===== config.mk =====
export PLATFORM = sky130hd
export DESIGN_NAME = dprx_trn_top
export DESIGN_NICKNAME = d
export VERILOG_FILES = /design/src/verilog/dprx_trn_pkg.sv /design/src/verilog/dprx_trn_cfg_if.sv /design/src/verilog/dprx_trn_ctrl.sv /design/src/verilog/dprx_trn_lane.sv /design/src/verilog/dprx_trn_top.sv
export VERILOG_INCLUDE_DIRS = /design/src /design/src/verilog
export SDC_FILE = /design/constraint.sdc
export NUM_CORES = 1
export LEC_CHECK = 0
export ABC_AREA = 1
export BUFFER_PORTS_ARGS = -buffer_cell sky130_fd_sc_hd__buf_4
export CORE_MARGIN = 4
export CORE_UTILIZATION = 51
export DETAILED_ROUTE_END_ITERATION = 10
export GPL_ROUTABILITY_DRIVEN = 0
export PLACE_DENSITY_LB_ADDON = 0.1
export SYNTH_ARGS = -nofsm -noshare
export SYNTH_HDL_FRONTEND = slang
export SYNTH_SLANG_ARGS = --single-unit

===== constraint.sdc =====
create_clock -name RST_IN -period 3.5 [get_ports RST_IN]
set_input_delay 0.175 -clock RST_IN [delete_from_list [all_inputs] [get_ports RST_IN]]
set_output_delay 0.175 -clock RST_IN [all_outputs]
set_load 0.01 [all_outputs]

===== src/verilog/dprx_trn_consts.svh =====
//////////////////////////////////////////////////////////////////////
// DP RX training checker constants
// Lane geometry, counter widths, symbol codes and APB offsets
//////////////////////////////////////////////////////////////////////

`ifndef DPRX_TRN_CONSTS_SVH
`define DPRX_TRN_CONSTS_SVH

`define DPRX_TRN_LANES       2          // Lanes in this build
`define DPRX_TRN_SPL         2          // Symbols per lane per clock
`define DPRX_TRN_LANE_CNT_W  3          // Active lane count field
`define DPRX_TRN_MATCH_W     16         // Match counter
`define DPRX_TRN_ERR_W       8          // Error counter
`define DPRX_TRN_TPS_STRIDE  4          // Bit spacing of pattern fields in REG_TPS

`define DPRX_TRN_APB_AW      8          // APB address
`define DPRX_TRN_APB_DW      32         // APB data

// 8b10b symbol codes used by the training patterns
`define DPRX_TRN_K28_5       8'hBC      // Control
`define DPRX_TRN_D10_2       8'h4A
`define DPRX_TRN_D11_6       8'hCB
`define DPRX_TRN_D30_3       8'h7E

`define DPRX_TRN_REG_LANES   8'h00
`define DPRX_TRN_REG_TPS     8'h04
`define DPRX_TRN_REG_MATCH0  8'h10
`define DPRX_TRN_REG_MATCH1  8'h14
`define DPRX_TRN_REG_ERR0    8'h20
`define DPRX_TRN_REG_ERR1    8'h24

`endif


===== src/verilog/dprx_trn_pkg.sv =====
//////////////////////////////////////////////////////////////////////
// DP RX training checker types
// Pattern and register enums, per-lane symbol pair
//////////////////////////////////////////////////////////////////////

`include "dprx_trn_consts.svh"

package dprx_trn_pkg;

    // Training pattern checked by a lane
    typedef enum logic [1:0]
    {
        TPS_NONE = 2'd0,        // Idle, pass through
        TPS_1    = 2'd1,
        TPS_2    = 2'd2,
        TPS_3    = 2'd3
    } tps_t;

    // APB register offsets
    typedef enum logic [`DPRX_TRN_APB_AW-1:0]
    {
        REG_LANES  = `DPRX_TRN_REG_LANES,   // Active lanes, rw
        REG_TPS    = `DPRX_TRN_REG_TPS,     // Patterns, wo
        REG_MATCH0 = `DPRX_TRN_REG_MATCH0,
        REG_MATCH1 = `DPRX_TRN_REG_MATCH1,
        REG_ERR0   = `DPRX_TRN_REG_ERR0,
        REG_ERR1   = `DPRX_TRN_REG_ERR1
    } reg_addr_t;

    // One lane, one clock; symbol 0 in the low slot
    typedef struct packed
    {
        logic [`DPRX_TRN_SPL-1:0]       k;      // Control flags
        logic [`DPRX_TRN_SPL-1:0][7:0]  dat;    // Data bytes
    } lane_sym_t;

endpackage


===== src/verilog/dprx_trn_cfg_if.sv =====
//////////////////////////////////////////////////////////////////////
// Lane configuration and status link
// Control block sets the pattern, the lane returns its counters
//////////////////////////////////////////////////////////////////////

`timescale 1ns/1ps

`include "dprx_trn_consts.svh"

interface dprx_trn_cfg_if
    import dprx_trn_pkg::*;
();

    logic                           set;        // Load pulse, one cycle
    tps_t                           tps;        // Pattern to load
    logic [`DPRX_TRN_MATCH_W-1:0]   match_cnt;  // Matching pairs
    logic [`DPRX_TRN_ERR_W-1:0]     err_cnt;    // Failing pairs

    // Register side
    modport ctrl
    (
        output set,
        output tps,
        input  match_cnt,
        input  err_cnt
    );

    // Checker side
    modport lane
    (
        input  set,
        input  tps,
        output match_cnt,
        output err_cnt
    );

endinterface


===== src/verilog/dprx_trn_ctrl.sv =====
//////////////////////////////////////////////////////////////////////
// DP RX training control
// APB register file, lane set pulses and status read-back
//////////////////////////////////////////////////////////////////////

`timescale 1ns/1ps

`include "dprx_trn_consts.svh"

module dprx_trn_ctrl
    import dprx_trn_pkg::*;
(
    input  logic                            RST_IN,     // Clock
    input  logic                            CLK_IN,     // Reset, async high

    // APB slave
    input  logic [`DPRX_TRN_APB_AW-1:0]     paddr,
    input  logic                            psel,
    input  logic                            penable,
    input  logic                            pwrite,
    input  logic [`DPRX_TRN_APB_DW-1:0]     pwdata,
    output logic [`DPRX_TRN_APB_DW-1:0]     prdata,
    output logic                            pready,
    output logic                            pslverr,

    // Lanes
    dprx_trn_cfg_if.ctrl                    lane_cfg [`DPRX_TRN_LANES]
);

    reg_addr_t                          addr;           // Decoded offset
    logic                               access;         // APB access phase
    logic                               wr_en;
    logic                               rd_en;
    logic                               addr_ok;        // Offset is mapped
    logic [`DPRX_TRN_LANE_CNT_W-1:0]    lane_count;     // Raw register value
    logic [`DPRX_TRN_LANE_CNT_W-1:0]    act_lanes;      // Clamped to 1..LANES
    logic [`DPRX_TRN_LANES-1:0]         set_q;
    tps_t                               tps_q [`DPRX_TRN_LANES];
    logic [`DPRX_TRN_MATCH_W-1:0]       match_cnt [`DPRX_TRN_LANES];
    logic [`DPRX_TRN_ERR_W-1:0]         err_cnt [`DPRX_TRN_LANES];

    assign addr   = reg_addr_t'(paddr);
    assign access = psel && penable;
    assign wr_en  = access && pwrite;
    assign rd_en  = access && !pwrite;
    assign pready = 1'b1;                               // Zero wait states

    // Offset lookup
    always_comb
    begin
        case (addr)
            REG_LANES, REG_TPS, REG_MATCH0, REG_MATCH1, REG_ERR0, REG_ERR1:
                addr_ok = 1'b1;
            default:
                addr_ok = 1'b0;
        endcase
    end

    // Unmapped offset, or reading the write-only pattern register
    assign pslverr = access && (!addr_ok || (!pwrite && (addr == REG_TPS)));

    // 0 means one lane, anything above the build counts as all lanes
    always_comb
    begin
        if (lane_count == '0)
            act_lanes = `DPRX_TRN_LANE_CNT_W'(1);
        else if (lane_count > `DPRX_TRN_LANE_CNT_W'(`DPRX_TRN_LANES))
            act_lanes = `DPRX_TRN_LANE_CNT_W'(`DPRX_TRN_LANES);
        else
            act_lanes = lane_count;
    end

    // Active lanes register, takes effect at end of access
    always_ff @(posedge RST_IN or posedge CLK_IN)
    begin
        if (CLK_IN)
            lane_count <= '0;
        else if (wr_en && (addr == REG_LANES))
            lane_count <= pwdata[`DPRX_TRN_LANE_CNT_W-1:0];
    end

    // Pattern fields and set pulse, one cycle after the access
    always_ff @(posedge RST_IN or posedge CLK_IN)
    begin
        if (CLK_IN)
        begin
            set_q <= '0;
            for (int i = 0; i < `DPRX_TRN_LANES; i++)
                tps_q[i] <= TPS_NONE;
        end
        else
        begin
            for (int i = 0; i < `DPRX_TRN_LANES; i++)
            begin
                set_q[i] <= wr_en && (addr == REG_TPS) && (i < int'(act_lanes));
                if (wr_en && (addr == REG_TPS))
                    tps_q[i] <= tps_t'(pwdata[i*`DPRX_TRN_TPS_STRIDE +: 2]);
            end
        end
    end

    // Lane links
    for (genvar i = 0; i < `DPRX_TRN_LANES; i++)
    begin : gen_lane_io
        assign lane_cfg[i].set = set_q[i];
        assign lane_cfg[i].tps = tps_q[i];
        assign match_cnt[i]    = lane_cfg[i].match_cnt;
        assign err_cnt[i]      = lane_cfg[i].err_cnt;
    end

    // Read mux, live counters
    always_comb
    begin
        prdata = '0;
        if (rd_en)
        begin
            case (addr)
                REG_LANES:  prdata[`DPRX_TRN_LANE_CNT_W-1:0] = lane_count;
                REG_MATCH0: prdata[`DPRX_TRN_MATCH_W-1:0]    = match_cnt[0];
                REG_MATCH1: prdata[`DPRX_TRN_MATCH_W-1:0]    = match_cnt[1];
                REG_ERR0:   prdata[`DPRX_TRN_ERR_W-1:0]      = err_cnt[0];
                REG_ERR1:   prdata[`DPRX_TRN_ERR_W-1:0]      = err_cnt[1];
                default:    ;                               // REG_TPS reads as 0
            endcase
        end
    end

endmodule


===== src/verilog/dprx_trn_lane.sv =====
//////////////////////////////////////////////////////////////////////
// DP RX training lane
// Pattern checker with saturating counters and masked link output
//////////////////////////////////////////////////////////////////////

`timescale 1ns/1ps

`include "dprx_trn_consts.svh"

module dprx_trn_lane
    import dprx_trn_pkg::*;
(
    input  logic            RST_IN,     // Clock
    input  logic            CLK_IN,     // Reset, async high

    dprx_trn_cfg_if.lane    cfg,        // Pattern in, counters out

    input  logic            lock,       // Receive link locked
    input  lane_sym_t       sym_in,
    output lane_sym_t       sym_out
);

    tps_t                           tps_q;      // Current pattern
    logic [`DPRX_TRN_MATCH_W-1:0]   match_q;
    logic [`DPRX_TRN_ERR_W-1:0]     err_q;
    logic                           pair_hit;   // Pair fits tps_q
    lane_sym_t                      sym_q;      // Output stage

    // One symbol against an expected code and control flag
    function automatic logic sym_is
    (
        input logic         k,
        input logic [7:0]   dat,
        input logic         k_exp,
        input logic [7:0]   dat_exp
    );
        return (k == k_exp) && (dat == dat_exp);
    endfunction

    // Pair check, symbol 0 first
    function automatic logic pair_ok
    (
        input tps_t         tps,
        input lane_sym_t    s
    );
        logic d10_pair;
        logic k_d11;
        logic k_d30;
        logic d30_pair;
        logic ok;

        d10_pair = sym_is(s.k[0], s.dat[0], 1'b0, `DPRX_TRN_D10_2) &&
                   sym_is(s.k[1], s.dat[1], 1'b0, `DPRX_TRN_D10_2);
        k_d11    = sym_is(s.k[0], s.dat[0], 1'b1, `DPRX_TRN_K28_5) &&
                   sym_is(s.k[1], s.dat[1], 1'b0, `DPRX_TRN_D11_6);
        k_d30    = sym_is(s.k[0], s.dat[0], 1'b1, `DPRX_TRN_K28_5) &&
                   sym_is(s.k[1], s.dat[1], 1'b0, `DPRX_TRN_D30_3);
        d30_pair = sym_is(s.k[0], s.dat[0], 1'b0, `DPRX_TRN_D30_3) &&
                   sym_is(s.k[1], s.dat[1], 1'b0, `DPRX_TRN_D30_3);

        case (tps)
            TPS_1:   ok = d10_pair;
            TPS_2:   ok = k_d11 || d10_pair;            // Comma pair or D10.2 pair
            TPS_3:   ok = k_d30 || d30_pair;
            default: ok = 1'b0;
        endcase
        return ok;
    endfunction

    assign pair_hit = pair_ok(tps_q, sym_in);

    // Pattern and counters
    always_ff @(posedge RST_IN or posedge CLK_IN)
    begin
        if (CLK_IN)
        begin
            tps_q   <= TPS_NONE;
            match_q <= '0;
            err_q   <= '0;
        end
        else if (cfg.set)
        begin
            // New pattern restarts the count
            tps_q   <= cfg.tps;
            match_q <= '0;
            err_q   <= '0;
        end
        else if (lock && (tps_q != TPS_NONE))
        begin
            if (pair_hit)
            begin
                if (match_q != '1)                      // Saturate
                    match_q <= match_q + 1'b1;
            end
            else if (err_q != '1)
                err_q <= err_q + 1'b1;
        end
    end

    assign cfg.match_cnt = match_q;
    assign cfg.err_cnt   = err_q;

    // Output stage, zeros while training
    always_ff @(posedge RST_IN or posedge CLK_IN)
    begin
        if (CLK_IN)
            sym_q <= '0;
        else if (tps_q == TPS_NONE)
            sym_q <= sym_in;                            // Idle pass through
        else
            sym_q <= '0;
    end

    assign sym_out = sym_q;

endmodule


===== src/verilog/dprx_trn_top.sv =====
//////////////////////////////////////////////////////////////////////
// DP RX training checker top
// APB control block and one pattern checker per lane
//////////////////////////////////////////////////////////////////////

`timescale 1ns/1ps

`include "dprx_trn_consts.svh"

module dprx_trn_top
    import dprx_trn_pkg::*;
(
    input  logic                                        RST_IN,     // Clock
    input  logic                                        CLK_IN,     // Reset

    // APB slave
    input  logic [`DPRX_TRN_APB_AW-1:0]                 paddr,
    input  logic                                        psel,
    input  logic                                        penable,
    input  logic                                        pwrite,
    input  logic [`DPRX_TRN_APB_DW-1:0]                 pwdata,
    output logic [`DPRX_TRN_APB_DW-1:0]                 prdata,
    output logic                                        pready,
    output logic                                        pslverr,

    // Link in, lane major
    input  logic                                        lnk_lock,
    input  logic [`DPRX_TRN_LANES*`DPRX_TRN_SPL-1:0]    lnk_in_k,
    input  logic [`DPRX_TRN_LANES*`DPRX_TRN_SPL*8-1:0]  lnk_in_dat,

    // Link out, registered
    output logic [`DPRX_TRN_LANES*`DPRX_TRN_SPL-1:0]    lnk_out_k,
    output logic [`DPRX_TRN_LANES*`DPRX_TRN_SPL*8-1:0]  lnk_out_dat
);

    lane_sym_t  sym_to_lane   [`DPRX_TRN_LANES];
    lane_sym_t  sym_from_lane [`DPRX_TRN_LANES];

    // Control to lane links
    dprx_trn_cfg_if lane_cfg [`DPRX_TRN_LANES] ();

    dprx_trn_ctrl u_ctrl
    (
        .RST_IN   (RST_IN),
        .CLK_IN   (CLK_IN),
        .paddr    (paddr),
        .psel     (psel),
        .penable  (penable),
        .pwrite   (pwrite),
        .pwdata   (pwdata),
        .prdata   (prdata),
        .pready   (pready),
        .pslverr  (pslverr),
        .lane_cfg (lane_cfg)
    );

    for (genvar i = 0; i < `DPRX_TRN_LANES; i++)
    begin : gen_lanes
        // Flat ports to lane pairs
        assign sym_to_lane[i].k   = lnk_in_k[i*`DPRX_TRN_SPL +: `DPRX_TRN_SPL];
        assign sym_to_lane[i].dat = lnk_in_dat[i*`DPRX_TRN_SPL*8 +: `DPRX_TRN_SPL*8];

        dprx_trn_lane u_lane
        (
            .RST_IN  (RST_IN),
            .CLK_IN  (CLK_IN),
            .cfg     (lane_cfg[i]),
            .lock    (lnk_lock),            // Shared lock
            .sym_in  (sym_to_lane[i]),
            .sym_out (sym_from_lane[i])
        );

        // And back
        assign lnk_out_k[i*`DPRX_TRN_SPL +: `DPRX_TRN_SPL]           = sym_from_lane[i].k;
        assign lnk_out_dat[i*`DPRX_TRN_SPL*8 +: `DPRX_TRN_SPL*8]     = sym_from_lane[i].dat;
    end

endmodule


## Word level (Yosys, flattened, before mapping)

Index checks and enable logic that the tools add are counted.

- Bits of input ports: 82
- Bits in registers: 97
- Output and inout bits: 70
- Logic and storage cells: 140

- Equality and inequality tests: 29
- Reductions and logical operators: 57
- Add/sub/neg operators: 4
- Bitwise logic cells: 4
- Mux-type cells: 27
- Magnitude comparators: 3

Operator list:

| cell | number |
|---|---|
| $mux 16 | 9 |
| $eq 8x7->1 const B | 8 |
| $mux 8 | 8 |
| $mux 18 | 2 |
| $add 16x1->16 const B | 2 |
| $eq 8x8->1 const B | 4 |
| $ne 16x16->1 const B | 2 |
| $logic_and 1x1->1 | 31 |
| $pmux 5 s4 | 1 |
| $reduce_bool 2->1 | 10 |
| $add 8x1->8 const B | 2 |
| $eq 8x5->1 const B | 2 |
| $eq 8x6->1 const B | 2 |
| $ne 8x8->1 const B | 2 |
| $pmux 8 s2 | 1 |
| $pmux 3 s5 | 1 |
| $reduce_and 3->1 | 4 |
| $eq 2x2->1 const B | 4 |
| $eq 8x3->1 const B | 1 |
| $logic_not 8->1 | 1 |
| $lt 1x3->1 const A | 2 |
| $mux 3 | 2 |
| $pmux 1 s3 | 2 |
| $reduce_or 6->1 | 1 |
| other kinds (9) | 20 |

## Logic depth before layout (Yosys ltp)

- Word-level depth: 8
- Gate-level depth with buffers: 15
- Mapped depth without buffers: 14

## Modules after synthesis

Synthesis repeated with hierarchy kept, for this count alone.

- Cell total of the unflattened synthesis: 935
- Area, all modules: 6521.3 um^2

By module, submodules not included:

| module | area an instance (um^2) | seq. area each (um^2) | instances | cells each |
|---|---|---|---|---|
| dprx_trn_lane | 2686.3 | 1101.1 | 2 | 374 |
| dprx_trn_ctrl | 1148.6 | 225.2 | 1 | 187 |

## Worst setup path before layout

OpenSTA, ideal clock, no wires.

- Path type: register to register
- Start point: reg gen_lanes[0].u_lane.match_q[0]
- End point: reg gen_lanes[0].u_lane.match_q[6]
- Period minus slack after synthesis: 1742 ps
- Arrival time: 1625 ps
- Cell stages (with the launch flop): 16
- Setup slack: 1758 ps
- Library setup time: 117 ps
- Required time: 3383 ps
- Cells stage by stage: dfrtp_1 ha_1 nand2_2 nor2_4 nand2_2 nor2_4 nand2_2 nor2_2 nand2_1 nand2_1 inv_2 nand3_2 nand2_2 buf_6 nand2_1 nand2_1

- Word-level cells in the longest chain between the ends: 5
- Elaborated cells between the ends (all ways): 8

RTL lines:

| element | RTL line | text |
|---|---|---|
| start, declared | dprx_trn_lane.sv:24 | `` logic [`DPRX_TRN_MATCH_W-1:0] match_q; `` |
| start signal, assigned | dprx_trn_lane.sv:93 | `match_q <= match_q + 1'b1;` |
| $add 16x1->16 | dprx_trn_lane.sv:93 |  |
| $mux 16 | dprx_trn_lane.sv:92 | `if (match_q != '1)` |
| $mux 16 | dprx_trn_lane.sv:90 | `if (pair_hit)` |
| $mux 16 | dprx_trn_lane.sv:88 | `else if (lock && (tps_q != TPS_NONE))` |
| $mux 16 | dprx_trn_lane.sv:81 | `else if (cfg.set)` |

Several ways; a longest one is shown, not always the timed one. The select of a mux whose other input is x is not followed.
A chain may end at the register's enable or synchronous reset.

## Final worst setup path

- Start point: reg gen_lanes[0].u_lane.match_q[0]
- End point: reg gen_lanes[0].u_lane.match_q[11]

The elaborated chain is that of the path after synthesis.

==> flow_summary.yaml <==
run_status:
  status: "finished clean"
detailed_routing:
  wl_um: 15500
  drt_pass1_iterations: 7
  wl_per_cell_um: 13.6
  routed_via_density: 5.15
  drt-initial-drc-count: 396
  postRouteAntennaNets: 0
  num_vias: 5877
  drc_errors: 0
timing:
  worst_pin_slew_ps: 710
  final_hold_viol_count: 0
  worst_slack_ps: 1250
  setup_viol: 0
  period_needed_ps: 2250
  slew_headroom_pct: 52.3
  fin_skew_ps: 3.58
  period_share_pct: 64.2
  fmax_ghz: 0.445
  rsz0062_at_grt: "no"
  slew_viol_final: 0
  setup-tns-final_ps: 0
placed_design:
  place_area_um2: 6870
  portBuffers: 107
  dp_cells: 1124
  dpl_worst_slack_ps: 1300
  post-dp-hpwl_um: 11500
die:
  chipHeight_um: 117
  placementRows: 39
  start_util_pct: 52.4
  core-area_um2: 11500
  die_w_um: 117
  ios: 152
  die_area_um2: 13600
worst_setup_path:
  crit_chain: "ha_1 -> nand2_2 -> nor2_4 -> nand2_2 -> nor2_4 -> nand2_2 -> nor2_2 -> nand2_1 -> nand2_1 -> inv_2 -> nand3_2 -> nand2_2 -> nand2_1 -> nand2_1"
  crit_family: "simple AND/OR/NAND/NOR gates"
  r2r-end: "gen_lanes[0].u_lane.cfg.match_cnt[11]"
  worstPathMaxFanout: 12
  critPathArrivalTime_ps: 2490
  critPathBufInv: 1
  crit_type: "register to register"
  crit_required_ps: 3740
  crit_path_top_delay_cell: "dfrtp_1"
  reg2reg_slack_ps: 1250
  max_stage_delay_ps: 400
  cp-end-kind: "register"
  start_kind: "register"
  r2r_cells: 14
  r2r-start: "gen_lanes[0].u_lane.cfg.match_cnt[0]"
  cp-startpoint: "gen_lanes[0].u_lane.cfg.match_cnt[0]"
power_and_ir_drop:
  netSwitchingFraction_pct: 22.9
  switchingPower_w: 0.000562
  ir_drop_v: 0.000254
  power_frac_comb_pct: 8.4
  internal_power_w: 0.00190
  leakagePower_nw: 3.68
  pwr-share-seq_pct: 46.7
  pwr-share-clk_pct: 44.9
  p_per_area_nw_per_um2: 341
global_route:
  grt_pass1_vias: 5493
  grt_max_degree: 50
  grt_first_pass_wirelength_um: 26000
  antenna_found_initial: 0
  grt_overflow: 0
  grt_usage_pct: 24.2
clock_network:
  postCtsSetupBuffers: 0
  postCtsHoldBufs: 1
  cts_tree: "built"
  clk_latency_ps: 350
  cts_resized: 0
  cts_buffer_depth: 2
  root_buffer: "clkbuf_16"
  cts.reportedPaths.clkPinSlew_ps: 70
  cts-buffers-inserted: 9
  cts_sinks: 97
  htreeDepth: 3
yosys:
  yosysTopAreaCell: "dfrtp_1"
  ys_seq_area_share_pct: 40.4
  synthDistinctLibCells: 36
  synth_area_leaders: "dfrtp_1, nand2_1, nor2_1"
  ys_ff_latch: 97
  netlist_area_um2: 6010
  synth_edf_count: 0
  netlist.area_leader.share_pct: 40.4
  synthArstFlopShare_pct: 100
  synth-warning-count: 0
  synth-main-ff-cell: "dfrtp_1"
  synthCells: 888
  syn_avg_cell_area_um2: 6.77
hold_path:
  hold_path.class: "input pin to register"
  min-delay-start: "pwdata[5]"
  min_path_cells: 3
  min_to: "u_ctrl.lane_cfg[1].tps[1]"
final_layout:
  layout.cells.non_filler: 1141
  stdcell_area_um2: 7210
  syn2layout_area_growth_pct: 20.0
  utilization_pct: 62.9
  fin_nets: 1079
  fillCellCount: 1073
  antenna_cells: 0
  drive_gt1_share_pct: 14.9
run:
  cap_violations: 0
## worst min-delay path, cell delays in order
cell and delay (ps):
buf_4 80, nand2_1 40, nand2_1 50
## final cells by class
| cell class | instances | area, µm² | share of cell area, % |
|---|---|---|---|
| clock buffer | 12 | 256 | 3.56 |
| clock inverter | 4 | 75.1 | 1.04 |
| inverter | 141 | 532 | 7.37 |
| multi-input combinational | 632 | 2900 | 40.2 |
| sequential | 97 | 2430 | 33.7 |
| tap | 143 | 179 | 2.48 |
| timing repair buffer | 112 | 843 | 11.7 |
## layout by cell type (no fill, tap or decap), types with 4 or more instances in the layout
cell type	netlist	routed
ha_1	4	4
nor2_1	165	165
a211oi_1	5	5
a31oi_1	7	7
nor3_1	19	19
conb_1	2	17
nand2_1	214	214
nand3_1	69	69
buf_4	18	111
nor3b_1	4	4
dfrtp_1	97	97
xor2_1	6	6
clkbuf_16	0	9
nand4_1	28	28
inv_1	135	134
o22ai_1	12	12
a21oi_1	27	27
o21ai_0	26	26
nand2_2	6	6
## metal layers
| layer | up-vias | global-route usage, % | share of wire (%) |
|---|---|---|---|
| met5 | - | 0 | 0 |
| met4 | 0 | 8.72 | 1.7 |
| met3 | 17 | 4.09 | 6.8 |
| met2 | 180 | 39.1 | 48 |
| met1 | 2692 | 32.8 | 44 |
| li1 | 2988 | - | - |
## state kept, by name (all words and copies together) (netlist names)
name and flops:
u_ctrl.lane_count 3, gen_lanes.u_lane.sym_out 36, gen_lanes.u_lane.tps_q 4, u_ctrl.lane_cfg.tps 4
gen_lanes.u_lane.cfg.match_cnt 32, gen_lanes.u_lane.cfg.err_cnt 16, u_ctrl.set_q 2
## synthesized netlist by cell type (3+ instances only)
cell type  instances
nor3_1            19
buf_4             18
o22ai_1           12
nand4_2            3
clkinv_1           3
nor2_1           165
clkbuf_1           9
nand3_2            3
nand2_1          214
inv_2              3
nor3b_1            4
nand2_2            6
nand4_1           28
a21oi_1           27
ha_1               4
inv_1            135
nor2_2             3
o21ai_0           26
xnor2_1            3
nand3_1           69
buf_2              3
dfrtp_1           97
a211oi_1           5
xor2_1             6
a31oi_1            7
## through the flow
step	total power [W]	hold WS, ps
after floorplan	0.00128	281
after global placement	0.00138	293
after detailed placement	0.00138	305
after CTS	0.00248	14.5
after global routing	0.00256	44.7
final	0.00246	19.2
## power by group through the flow
stage / clock [W] / combinational [W] / sequential, W
floorplan: 0 / 0.0000931 / 0.00118
global placement: 0 / 0.000205 / 0.00117
detailed placement: 0 / 0.000207 / 0.00117
CTS: 0.00112 / 0.000209 / 0.00115
global route: 0.00117 / 0.000234 / 0.00115
finish: 0.00110 / 0.000207 / 0.00115
## worst max path at each step
| stage | to | cells after the start |
|---|---|---|
| 3_3_place_gp | gen_lanes[0].u_lane.cfg.match_cnt[6] | 14 |
| 3_5_place_dp | gen_lanes[0].u_lane.cfg.match_cnt[6] | 14 |
| 4_1_cts | gen_lanes[0].u_lane.cfg.match_cnt[11] | 14 |
| 6_report | gen_lanes[0].u_lane.cfg.match_cnt[11] | 14 |
| 2_1_floorplan | gen_lanes[0].u_lane.cfg.err_cnt[0] | 1 |
| 5_1_grt | gen_lanes[0].u_lane.cfg.match_cnt[3] | 14 |
## kinds of logic (layout without fill, tap and decap cells)
family / after synthesis / in the layout / share of synthesized area, %
fa+ha+maj: 4 / 4 / 0.833
flops: 97 / 97 / 40.4
mux: 1 / 1 / 0.187
simple gates: 521 / 521 / 37.4
compound gates: 80 / 80 / 7.45
other cells: 2 / 17 / 0.125
xor+xnor: 9 / 9 / 1.31
buf+inv: 174 / 269 / 12.3
(Power assumes the default switching activity.)
